===== src/source/cp0_pkg.sv =====
`default_nettype none

package cp0_pkg;

	typedef logic [31:0] cp0_word_t;
	typedef logic [4:0] cp0_addr_t;
	typedef logic [4:0] cp0_exc_t;

	// register numbers
	localparam cp0_addr_t REG_BADVADDR = 5'd8;
	localparam cp0_addr_t REG_COUNT = 5'd9;
	localparam cp0_addr_t REG_COMPARE = 5'd11;
	localparam cp0_addr_t REG_STATUS = 5'd12;
	localparam cp0_addr_t REG_CAUSE = 5'd13;
	localparam cp0_addr_t REG_EPC = 5'd14;
	localparam cp0_addr_t REG_PRID = 5'd15;
	localparam cp0_addr_t REG_CONFIG = 5'd16;

	typedef enum logic [1:0] {
		OP_MFC0 = 2'd0,
		OP_MTC0 = 2'd1,
		OP_EXC = 2'd2,
		OP_ERET = 2'd3
	} cp0_op_t;

	// ExcCode values
	localparam cp0_exc_t EXC_INT = 5'd0;
	localparam cp0_exc_t EXC_ADEL = 5'd4;
	localparam cp0_exc_t EXC_ADES = 5'd5;
	localparam cp0_exc_t EXC_SYS = 5'd8;
	localparam cp0_exc_t EXC_BP = 5'd9;
	localparam cp0_exc_t EXC_RI = 5'd10;
	localparam cp0_exc_t EXC_OV = 5'd12;
	localparam cp0_exc_t EXC_TR = 5'd13;

	localparam cp0_word_t STATUS_RESET = 32'h0040_0000; // BEV set
	localparam cp0_word_t CONFIG_RESET = 32'h0000_8000; // big endian
	localparam cp0_word_t PRID_RESET = 32'h004c_0102;

	localparam cp0_word_t EXC_VECTOR = 32'hbfc0_0380;

	// one decoded operation as it moves down the stages
	typedef struct packed {
		logic wen;
		cp0_addr_t waddr;
		cp0_addr_t raddr;
		cp0_word_t wdata;
		logic exc;
		cp0_exc_t code;
		cp0_word_t epc_val;
		logic bd;
		logic bad_en;
		cp0_word_t bad_addr;
		logic eret;
		logic rd;
	} cp0_action_t;

endpackage

`default_nettype wire


===== src/source/cp0_stage_if.sv =====
`timescale 1ns/100ps
`default_nettype none

interface cp0_stage_if;
	import cp0_pkg::*;

	logic valid;
	logic ready;
	cp0_action_t act;
	cp0_word_t rdata; // register value seen by the action

	modport src (
		output valid,
		output act,
		output rdata,
		input ready
	);

	modport dst (
		input valid,
		input act,
		input rdata,
		output ready
	);

endinterface

`default_nettype wire


===== src/source/cp0_cmd_decode.sv =====
`timescale 1ns/100ps
`default_nettype none

module cp0_cmd_decode (
	input logic clk,
	input logic reset_i,
	input logic cmd_valid_i,
	output logic cmd_ready_o,
	input cp0_pkg::cp0_op_t cmd_op_i,
	input cp0_pkg::cp0_addr_t cmd_reg_i,
	input cp0_pkg::cp0_word_t cmd_data_i,
	input cp0_pkg::cp0_word_t cmd_pc_i,
	input logic cmd_bd_i,
	input cp0_pkg::cp0_word_t cmd_bad_addr_i,
	cp0_stage_if.src out
);
	import cp0_pkg::*;

	cp0_action_t next_act;
	cp0_exc_t code;
	logic read_only;
	logic take;

	// anything outside the known list is a reserved instruction
	function automatic cp0_exc_t legal_code(input cp0_exc_t c);
		case (c)
			EXC_INT, EXC_ADEL, EXC_ADES, EXC_SYS,
			EXC_BP, EXC_RI, EXC_OV, EXC_TR: legal_code = c;
			default: legal_code = EXC_RI;
		endcase
	endfunction

	assign cmd_ready_o = !out.valid || out.ready;
	assign take = cmd_valid_i && cmd_ready_o;
	assign code = legal_code(cmd_data_i[4:0]);
	assign read_only = (cmd_reg_i == REG_PRID) || (cmd_reg_i == REG_CONFIG) ||
		(cmd_reg_i == REG_BADVADDR);

	always_comb begin
		next_act = '0;
		next_act.waddr = cmd_reg_i;
		next_act.raddr = cmd_reg_i;
		next_act.wdata = cmd_data_i;
		next_act.bd = cmd_bd_i;
		next_act.bad_addr = cmd_bad_addr_i;
		next_act.epc_val = cmd_bd_i ? cmd_pc_i - 32'd4 : cmd_pc_i; // back to the branch
		case (cmd_op_i)
			OP_MFC0: next_act.rd = 1'b1;
			OP_MTC0: next_act.wen = !read_only;
			OP_EXC: begin
				next_act.exc = 1'b1;
				next_act.code = code;
				next_act.bad_en = (code == EXC_ADEL) || (code == EXC_ADES);
			end
			OP_ERET: next_act.eret = 1'b1;
		endcase
	end

	always_ff @(posedge clk) begin
		if (reset_i) begin
			out.valid <= 1'b0;
		end else if (take) begin
			out.valid <= 1'b1;
		end else if (out.ready) begin
			out.valid <= 1'b0; // handed on with nothing behind it
		end
	end

	always_ff @(posedge clk) begin
		if (take) begin
			out.act <= next_act;
		end
	end

	assign out.rdata = '0; // no register read yet at this stage

endmodule

`default_nettype wire


===== src/source/cp0_regs.sv =====
`timescale 1ns/100ps
`default_nettype none

module cp0_regs (
	input logic clk,
	input logic reset_i,
	input logic [5:0] int_i,
	cp0_stage_if.dst in,
	cp0_stage_if.src out,
	output logic timer_int_o,
	output logic int_pending_o
);
	import cp0_pkg::*;

	logic [32:0] count; // low bit halves the rate
	cp0_word_t count_w;
	cp0_word_t compare;
	cp0_word_t status;
	cp0_word_t cause;
	cp0_word_t epc;
	cp0_word_t badvaddr;
	cp0_word_t rd_word;
	logic take;

	assign count_w = count[32:1];
	assign in.ready = !out.valid || out.ready;
	assign take = in.valid && in.ready;

	always_ff @(posedge clk) begin
		if (reset_i) begin
			count <= '0;
			compare <= '0;
			status <= STATUS_RESET;
			cause <= '0;
			epc <= '0;
			timer_int_o <= 1'b0;
		end else begin
			count <= count + 33'd1;
			cause[15:10] <= int_i; // hw interrupt lines
			if (compare != '0 && count_w == compare) begin
				timer_int_o <= 1'b1;
			end
			if (take && in.act.wen) begin
				case (in.act.waddr)
					REG_COUNT: begin
						count[32:1] <= in.act.wdata;
					end
					REG_COMPARE: begin
						compare <= in.act.wdata;
						timer_int_o <= 1'b0; // ack timer
					end
					REG_STATUS: begin
						status <= in.act.wdata;
					end
					REG_CAUSE: begin
						cause[9:8] <= in.act.wdata[9:8]; // sw interrupts
						cause[23] <= in.act.wdata[23];
						cause[22] <= in.act.wdata[22];
					end
					REG_EPC: begin
						epc <= in.act.wdata;
					end
					default: begin
					end
				endcase
			end
			if (take && in.act.exc) begin
				epc <= in.act.epc_val;
				cause[31] <= in.act.bd;
				cause[6:2] <= in.act.code;
				status[1] <= 1'b1; // EXL
			end
			if (take && in.act.eret) begin
				status[1] <= 1'b0;
			end
		end
	end

	// address faults only
	always_ff @(posedge clk) begin
		if (take && in.act.exc && in.act.bad_en) begin
			badvaddr <= in.act.bad_addr;
		end
	end

	always_comb begin
		case (in.act.raddr)
			REG_BADVADDR: rd_word = badvaddr;
			REG_COUNT: rd_word = count_w;
			REG_COMPARE: rd_word = compare;
			REG_STATUS: rd_word = status;
			REG_CAUSE: rd_word = cause;
			REG_EPC: rd_word = epc;
			REG_PRID: rd_word = PRID_RESET;
			REG_CONFIG: rd_word = CONFIG_RESET;
			default: rd_word = '0;
		endcase
		if (in.act.eret) begin
			rd_word = epc; // return target
		end
	end

	always_ff @(posedge clk) begin
		if (reset_i) begin
			out.valid <= 1'b0;
		end else if (take) begin
			out.valid <= 1'b1;
		end else if (out.ready) begin
			out.valid <= 1'b0;
		end
	end

	// value before the action lands
	always_ff @(posedge clk) begin
		if (take) begin
			out.act <= in.act;
			out.rdata <= rd_word;
		end
	end

	// IE set, EXL clear, some enabled line up
	assign int_pending_o = status[0] && !status[1] && |(cause[15:10] & status[15:10]);

endmodule

`default_nettype wire


===== src/source/cp0_result.sv =====
`timescale 1ns/100ps
`default_nettype none

module cp0_result (
	input logic clk,
	input logic reset_i,
	cp0_stage_if.dst in,
	output logic rsp_valid_o,
	input logic rsp_ready_i,
	output cp0_pkg::cp0_word_t rsp_data_o,
	output logic rsp_redirect_o,
	output cp0_pkg::cp0_word_t rsp_target_o
);
	import cp0_pkg::*;

	logic take;
	cp0_word_t target;

	assign in.ready = !rsp_valid_o || rsp_ready_i;
	assign take = in.valid && in.ready;

	always_comb begin
		if (in.act.exc) begin
			target = EXC_VECTOR;
		end else if (in.act.eret) begin
			target = in.rdata; // EPC came along as rdata
		end else begin
			target = '0;
		end
	end

	always_ff @(posedge clk) begin
		if (reset_i) begin
			rsp_valid_o <= 1'b0;
			rsp_redirect_o <= 1'b0;
		end else if (take) begin
			rsp_valid_o <= 1'b1;
			rsp_redirect_o <= in.act.exc || in.act.eret;
		end else if (rsp_ready_i) begin
			rsp_valid_o <= 1'b0;
		end
	end

	// held while the consumer stalls
	always_ff @(posedge clk) begin
		if (take) begin
			rsp_data_o <= in.act.rd ? in.rdata : '0;
			rsp_target_o <= target;
		end
	end

endmodule

`default_nettype wire


===== src/source/cp0_top.sv =====
`timescale 1ns/100ps
`default_nettype none

module cp0_top (
	input logic clk,
	input logic reset_i,

	input logic cmd_valid_i,
	output logic cmd_ready_o,
	input cp0_pkg::cp0_op_t cmd_op_i,
	input cp0_pkg::cp0_addr_t cmd_reg_i,
	input cp0_pkg::cp0_word_t cmd_data_i, // wdata or exc code
	input cp0_pkg::cp0_word_t cmd_pc_i,
	input logic cmd_bd_i,
	input cp0_pkg::cp0_word_t cmd_bad_addr_i,

	output logic rsp_valid_o,
	input logic rsp_ready_i,
	output cp0_pkg::cp0_word_t rsp_data_o,
	output logic rsp_redirect_o,
	output cp0_pkg::cp0_word_t rsp_target_o,

	input logic [5:0] int_i,
	output logic timer_int_o,
	output logic int_pending_o
);

	cp0_stage_if dec_ex ();
	cp0_stage_if ex_res ();

	cp0_cmd_decode u_decode (
		.clk(clk),
		.reset_i(reset_i),
		.cmd_valid_i(cmd_valid_i),
		.cmd_ready_o(cmd_ready_o),
		.cmd_op_i(cmd_op_i),
		.cmd_reg_i(cmd_reg_i),
		.cmd_data_i(cmd_data_i),
		.cmd_pc_i(cmd_pc_i),
		.cmd_bd_i(cmd_bd_i),
		.cmd_bad_addr_i(cmd_bad_addr_i),
		.out(dec_ex.src)
	);

	cp0_regs u_regs (
		.clk(clk),
		.reset_i(reset_i),
		.int_i(int_i),
		.in(dec_ex.dst),
		.out(ex_res.src),
		.timer_int_o(timer_int_o),
		.int_pending_o(int_pending_o)
	);

	cp0_result u_result (
		.clk(clk),
		.reset_i(reset_i),
		.in(ex_res.dst),
		.rsp_valid_o(rsp_valid_o),
		.rsp_ready_i(rsp_ready_i),
		.rsp_data_o(rsp_data_o),
		.rsp_redirect_o(rsp_redirect_o),
		.rsp_target_o(rsp_target_o)
	);

endmodule

`default_nettype wire


===== config.mk =====
export PLATFORM = sky130hd
export DESIGN_NAME = cp0_top
export DESIGN_NICKNAME = d
export VERILOG_FILES = /design/src/source/cp0_pkg.sv /design/src/source/cp0_stage_if.sv /design/src/source/cp0_cmd_decode.sv /design/src/source/cp0_regs.sv /design/src/source/cp0_result.sv /design/src/source/cp0_top.sv
export SDC_FILE = /design/constraint.sdc
export NUM_CORES = 1
export LEC_CHECK = 0
export BUFFER_PORTS_ARGS = -buffer_cell sky130_fd_sc_hd__clkbuf_2
export CELL_PAD_IN_SITES_DETAIL_PLACEMENT = 1
export CELL_PAD_IN_SITES_GLOBAL_PLACEMENT = 1
export CORE_ASPECT_RATIO = 0.9
export CORE_UTILIZATION = 42
export DETAILED_ROUTE_END_ITERATION = 6
export PLACE_DENSITY = 0.83
export SKIP_CTS_REPAIR_TIMING = 1
export SYNTH_ARGS = -nofsm -noshare
export SYNTH_HDL_FRONTEND = slang
export SYNTH_SLANG_ARGS = --single-unit

===== constraint.sdc =====
create_clock -name clk -period 7.1 [get_ports clk]
set_input_delay 1.065 -clock clk [delete_from_list [all_inputs] [get_ports clk]]
set_output_delay 1.065 -clock clk [all_outputs]
set_load 0.02 [all_outputs]

Yosys cells after proc, flatten, opt, wreduce, memory -nomap -nowiden

Cells that the tools add are included.

Word-level logic and storage cells: 125
Output and inout bits: 69
Input bits: 114
Bits in registers: 393

Eq/ne operators: 24
Bitwise logic cells: 2
Mux-type cells: 25
Add/subtract/negate cells: 2
Reductions and logical operators: 40

Operators with widths:

| kind                                                | number |
|---|---|
| two-way mux 32 bit                                  | 8 |
| one-hot mux 32 bit (8 select lines)                 | 1 |
| equality test 5 x 4 -> 1 bit, second input constant | 14 |
| adder 33 x 1 -> 33 bit, second input constant       | 1 |
| equality test 32 bit                                | 1 |
| nonzero test 32 bit                                 | 1 |
| subtractor 32 x 3 -> 32 bit, second input constant  | 1 |
| equality test 5 x 3 -> 1 bit, second input constant | 4 |
| two-way mux 1 bit                                   | 12 |
| nonzero test 2 bit                                  | 6 |
| equality test 5 bit, second input constant          | 2 |
| logical AND 1 bit                                   | 10 |
| AND reduction 2 bit                                 | 5 |
| OR reduction 8 bit                                  | 1 |
| logical OR 1 bit                                    | 7 |
| AND 6 bit                                           | 1 |
| two-way mux 6 bit                                   | 1 |
| OR reduction 6 bit                                  | 1 |
| zero test 1 bit                                     | 5 |
| zero test 5 bit                                     | 1 |
| two-way mux 5 bit                                   | 1 |
| equality test 2 bit, second input constant          | 2 |
| two-way mux 2 bit                                   | 2 |
| OR reduction 2 bit                                  | 2 |
| other kinds (3)                                     | 3 |

Depth between registers and ports, before layout

Depth in word-level cells: 7
Mapped depth: 8
Gate-level depth less buffers: 6

Hierarchy

Synthesis repeated with hierarchy kept, for this count alone.

Cells, all modules: 1524
Area, all modules: 19931.6 um^2

Modules (own cells, without submodules):

| module         | area each (um^2) | times used | cells each | seq. area each (um^2) |
|---|---|---|---|---|
| cp0_regs       | 13043.8          | 1          | 1121       | 8378.0 |
| cp0_cmd_decode | 4399.2           | 1          | 258        | 3383.2 |
| cp0_result     | 2488.6           | 1          | 145        | 1961.9 |

Worst setup path after synthesis

OpenSTA, ideal clock, no wires.

Path kind: input-to-reg
From: input rsp_ready_i
To: register u_decode.out.act[0] (netlist name)
Library setup time: 0.650 ns
Required time: 6.450 ns
Setup slack: -0.304 ns
Arrival time: 6.754 ns
Stages: 2
Buffers on the path: 0
Path through: nor2b_1 a31oi_1

Longest elaborated chain between the ends: 4

Ends and longest elaborated chain:

| item              | RTL line             | RTL |
|---|---|---|
| from (decl)       | cp0_top.sv:18        | `input logic rsp_ready_i,` |
| logical OR 1 bit  | cp0_result.sv:19     | `assign in.ready = !rsp_valid_o \|\| rsp_ready_i;` |
| logical OR 1 bit  | cp0_regs.sv:26       | `assign in.ready = !out.valid \|\| out.ready;` |
| logical OR 1 bit  | cp0_cmd_decode.sv:33 | `assign cmd_ready_o = !out.valid \|\| out.ready;` |
| logical AND 1 bit | cp0_cmd_decode.sv:34 | `assign take = cmd_valid_i && cmd_ready_o;` |
| net u_decode.take | cp0_cmd_decode.sv:22 | `logic take;` |

The timed path passes the listed nets, and every way through them passes these cells.
A chain may end at the register's enable or synchronous reset.

Worst setup path in the final report

From: register u_decode.out.act[115] (netlist name)
To: register u_regs.compare[16]

Longest elaborated chain between the ends: 2

Ends and longest elaborated chain:

| item                                 | RTL line       | RTL |
|---|---|---|
| equality test 5 x 4 -> 1 bit         | -              |  |
| AND reduction 2 bit (no source line) | -              |  |
| to (signal assigned)                 | cp0_regs.sv:49 | `compare <= in.act.wdata;` |
| to (decl)                            | cp0_regs.sv:17 | `cp0_word_t compare;` |

No other way between the ends.

==> results.sh <==
export IMPL_drtPass1Iterations=5
export IMPL_layout_commonest_cell="nand2_1"
export IMPL_status="completed"
export IMPL_htreeDepth=2
export IMPL_cts_buffers=41
export IMPL_max_freq_mhz=279
export IMPL_initial_utilization=0.431
export IMPL_yosysWarnings=0
export IMPL_antenna_found_initial=5
export IMPL_min_to="u_regs.badvaddr[0]$_DFFE_PP_"
export IMPL_die_area_sq_um=39400
export IMPL_vias=11879
export IMPL_critPathLaunchType="register"
export IMPL_grt_remaining_overflow=0
export IMPL_finalSetupTns_ns=0
export IMPL_grt_max_degree=110
export IMPL_syn_inst=1420
export IMPL_ant_nets=0
export IMPL_period_minus_slack_ns=3.59
export IMPL_r2r_slack_ns=3.51
export IMPL_worstSkewPairLatency_ns=0.55
export IMPL_crit_required_ns=7.55
export IMPL_leakagePower_uw=0.00674
export IMPL_min_path_type="register to register"
export IMPL_relSlewSlack=0.165
export IMPL_hpwlAfterDp_um=32300
export IMPL_r2r_worst_path_cells=7
export IMPL_wl_um=47000
export IMPL_clockBufferDepth=3
export IMPL_worstMarginPinSlew_ns=1.25
export IMPL_end_kind="register"
export IMPL_synth_edf_count=243
export IMPL_path_cells="and4b_1 > nor2b_1 > buf_4 > and2_1 > buf_4 > nand2_1 > a21oi_1"
export IMPL_synth_cell_area_sq_um=16200
export IMPL_worstSetupPathType="register to register"
export IMPL_cp_arrival_ns=4.04
export IMPL_die_h_um=189
export IMPL_first_global_vias=12198
export IMPL_vias_per_cell=5.72
export IMPL_nets=1677
export IMPL_worst_path_max_delay_cell="nor2b_1"
export IMPL_io_pins=183
export IMPL_syn_area_per_cell_sq_um=11.4
export IMPL_drc=0
export IMPL_clk_pin_slew_worst_paths_ns=0.06
export IMPL_reg2reg_to="u_regs.compare[16]$_SDFFE_PP0P_"
export IMPL_die_w_um=209
export IMPL_r2r_start="u_decode.out.act[115]$_DFFE_PP_"
export IMPL_routed_top_layer="met5"
export IMPL_fin_crit_sh=0.505
export IMPL_place_gp_congestion=0.900
export IMPL_clock_skew_ns=0.0206
export IMPL_route_met3_wl_um=3620
export IMPL_drtIter0Drc=1151
export IMPL_worstHoldStart="u_decode.out.act[2]$_DFFE_PP_"
export IMPL_wl_per_cell_um=22.6
export IMPL_cp_max_fo=33
export IMPL_wl_met1_um=20100
export IMPL_synthFlopType="edfxtp_1"
export IMPL_yosysSeqAreaShare=0.635
export IMPL_syn_nets=1536
export IMPL_setup_viol=0
export IMPL_core_sq_um=37600
export IMPL_whs_path_depth=0
export IMPL_fin_util=0.500
export IMPL_rsz0062_at_grt="no"
export IMPL_slew_viol_final=0
export IMPL_layout_area_overhead_vs_synth_pct=16.0
export IMPL_ys_seq_elements=393
export IMPL_cts_root_buf="clkbuf_16"
export IMPL_hold_viol=0
export IMPL_power_density_nw_per_um2=256
export IMPL_critPathMaxStageDelay_ns=1.04
export IMPL_ir_worst_vdd_mv=0.135
export IMPL_wl_met2_um=22200
export IMPL_mostFrequentLayoutCells="nand2_1 (260), edfxtp_1 (243), clkbuf_2 (181), dfxtp_1 (150), nor2_1 (92)"
export IMPL_cp_common_cell="buf_4"
export IMPL_grt_pass1_wl_um=71000
export IMPL_port_buffers=182
export IMPL_synthArstFlopShare=0
export IMPL_grtUsageTotal=0.236
export IMPL_cap_violations=0
export IMPL_drive_above_1_share=0.180
export IMPL_cts_sinks=393
export IMPL_synth_distinct_cells=53
export IMPL_rows=67
export IMPL_cts_tree="yes"
==> registers in the layout, indices dropped and copies added, names as in the netlist <==
name	count
u_decode.out.act	112
u_decode.out.valid	1
u_regs.badvaddr	32
u_regs.cause	16
u_regs.compare	32
u_regs.count	33
u_regs.epc	32
u_regs.out.act	3
u_regs.out.rdata	32
u_regs.out.valid	1
u_regs.status	32
u_regs.timer_int_o	1
u_result.rsp_data_o	32
u_result.rsp_redirect_o	1
u_result.rsp_target_o	32
u_result.rsp_valid_o	1
==> synthesized netlist by cell type (30+ instances only) <==
cell type / count / share of area
nand2_1: 262 / 0.061
edfxtp_1: 243 / 0.45
dfxtp_1: 150 / 0.18
nor2_1: 92 / 0.021
clkbuf_1: 87 / 0.020
a21oi_1: 76 / 0.023
xnor2_1: 63 / 0.034
and2_1: 61 / 0.024
a22oi_1: 49 / 0.023
a311oi_1: 34 / 0.018
a22o_1: 32 / 0.017
nand3_1: 30 / 0.0092
==> worst max-delay path by stage <==
stage	from	end	slack, ns	cells past startpoint
finish	u_decode.out.act[115]$_DFFE_PP_	u_regs.compare[16]$_SDFFE_PP0P_	3.51	7
global route	u_decode.out.act[112]$_DFFE_PP_	u_regs.compare[16]$_SDFFE_PP0P_	3.39	7
CTS	u_decode.out.act[115]$_DFFE_PP_	u_regs.compare[16]$_SDFFE_PP0P_	3.61	7
detailed placement	u_decode.out.act[115]$_DFFE_PP_	u_regs.compare[2]$_SDFFE_PP0P_	3.66	7
global placement	u_decode.out.act[115]$_DFFE_PP_	u_regs.compare[15]$_SDFFE_PP0P_	3.83	7
floorplan	rsp_ready_i	u_decode.out.act[0]$_DFFE_PP_	2.05	2
==> where the power goes <==
group,leakage (uW),internal (uW),switching (uW)
clock,0.000632,1190,875
combinational,0.00253,71.3,131
sequential,0.00358,2500,58.1
==> metrics by stage <==
stage / cells / total power, uW / instance area [sq um] / setup slack (ns) / hold slack (ns)
CTS: 2077 / 4870 / 18800 / 3.61 / 0.425
floorplan: 1420 / 2690 / 16200 / 2.05 / 0.400
finish: 2078 / 4830 / 18800 / 3.51 / 0.422
global route: 2077 / 4970 / 18800 / 3.39 / 0.435
detailed placement: 2001 / 2810 / 17500 / 3.66 / 0.407
global placement: 2001 / 2800 / 17500 / 3.83 / 0.404
==> worst max-delay path: cells and delay by family, from the launching register on <==
kind | cells | cell delay [ns]
flops | 1 | 0.45
buf+inv | 2 | 0.84
compound gates | 1 | 0.15
simple gates | 4 | 2.03
==> layer usage <==
metal  up-vias  global-route usage
met5         -                   0
met4         2              0.0735
met3        70              0.0473
met2       468               0.387
met1      5910               0.314
li1       5429                   -
==> layout make-up <==
cell class	instances	area (sq um)
inverter	11	41.3
sequential	393	10300
antenna	1	2.50
tap	483	604
clock inverter	16	109
multi-input combinational	915	5560
fill	4016	18800
clock buffer	60	1180
timing repair buffer	199	1040
==> cell families after synthesis <==
logic type | Yosys count | share of synthesized area
XOR/XNOR | 89 | 0.0480
AND/OR/NAND/NOR | 554 | 0.166
flip-flops | 393 | 0.635
multiplexers | 6 | 0.00370
buffers and inverters | 112 | 0.0272
AO/OA/AOI/OAI | 263 | 0.119
adder cells (fa/ha/maj) | 2 | 0.00154
other | 1 | 0.000231
(Power assumes the default switching activity.)
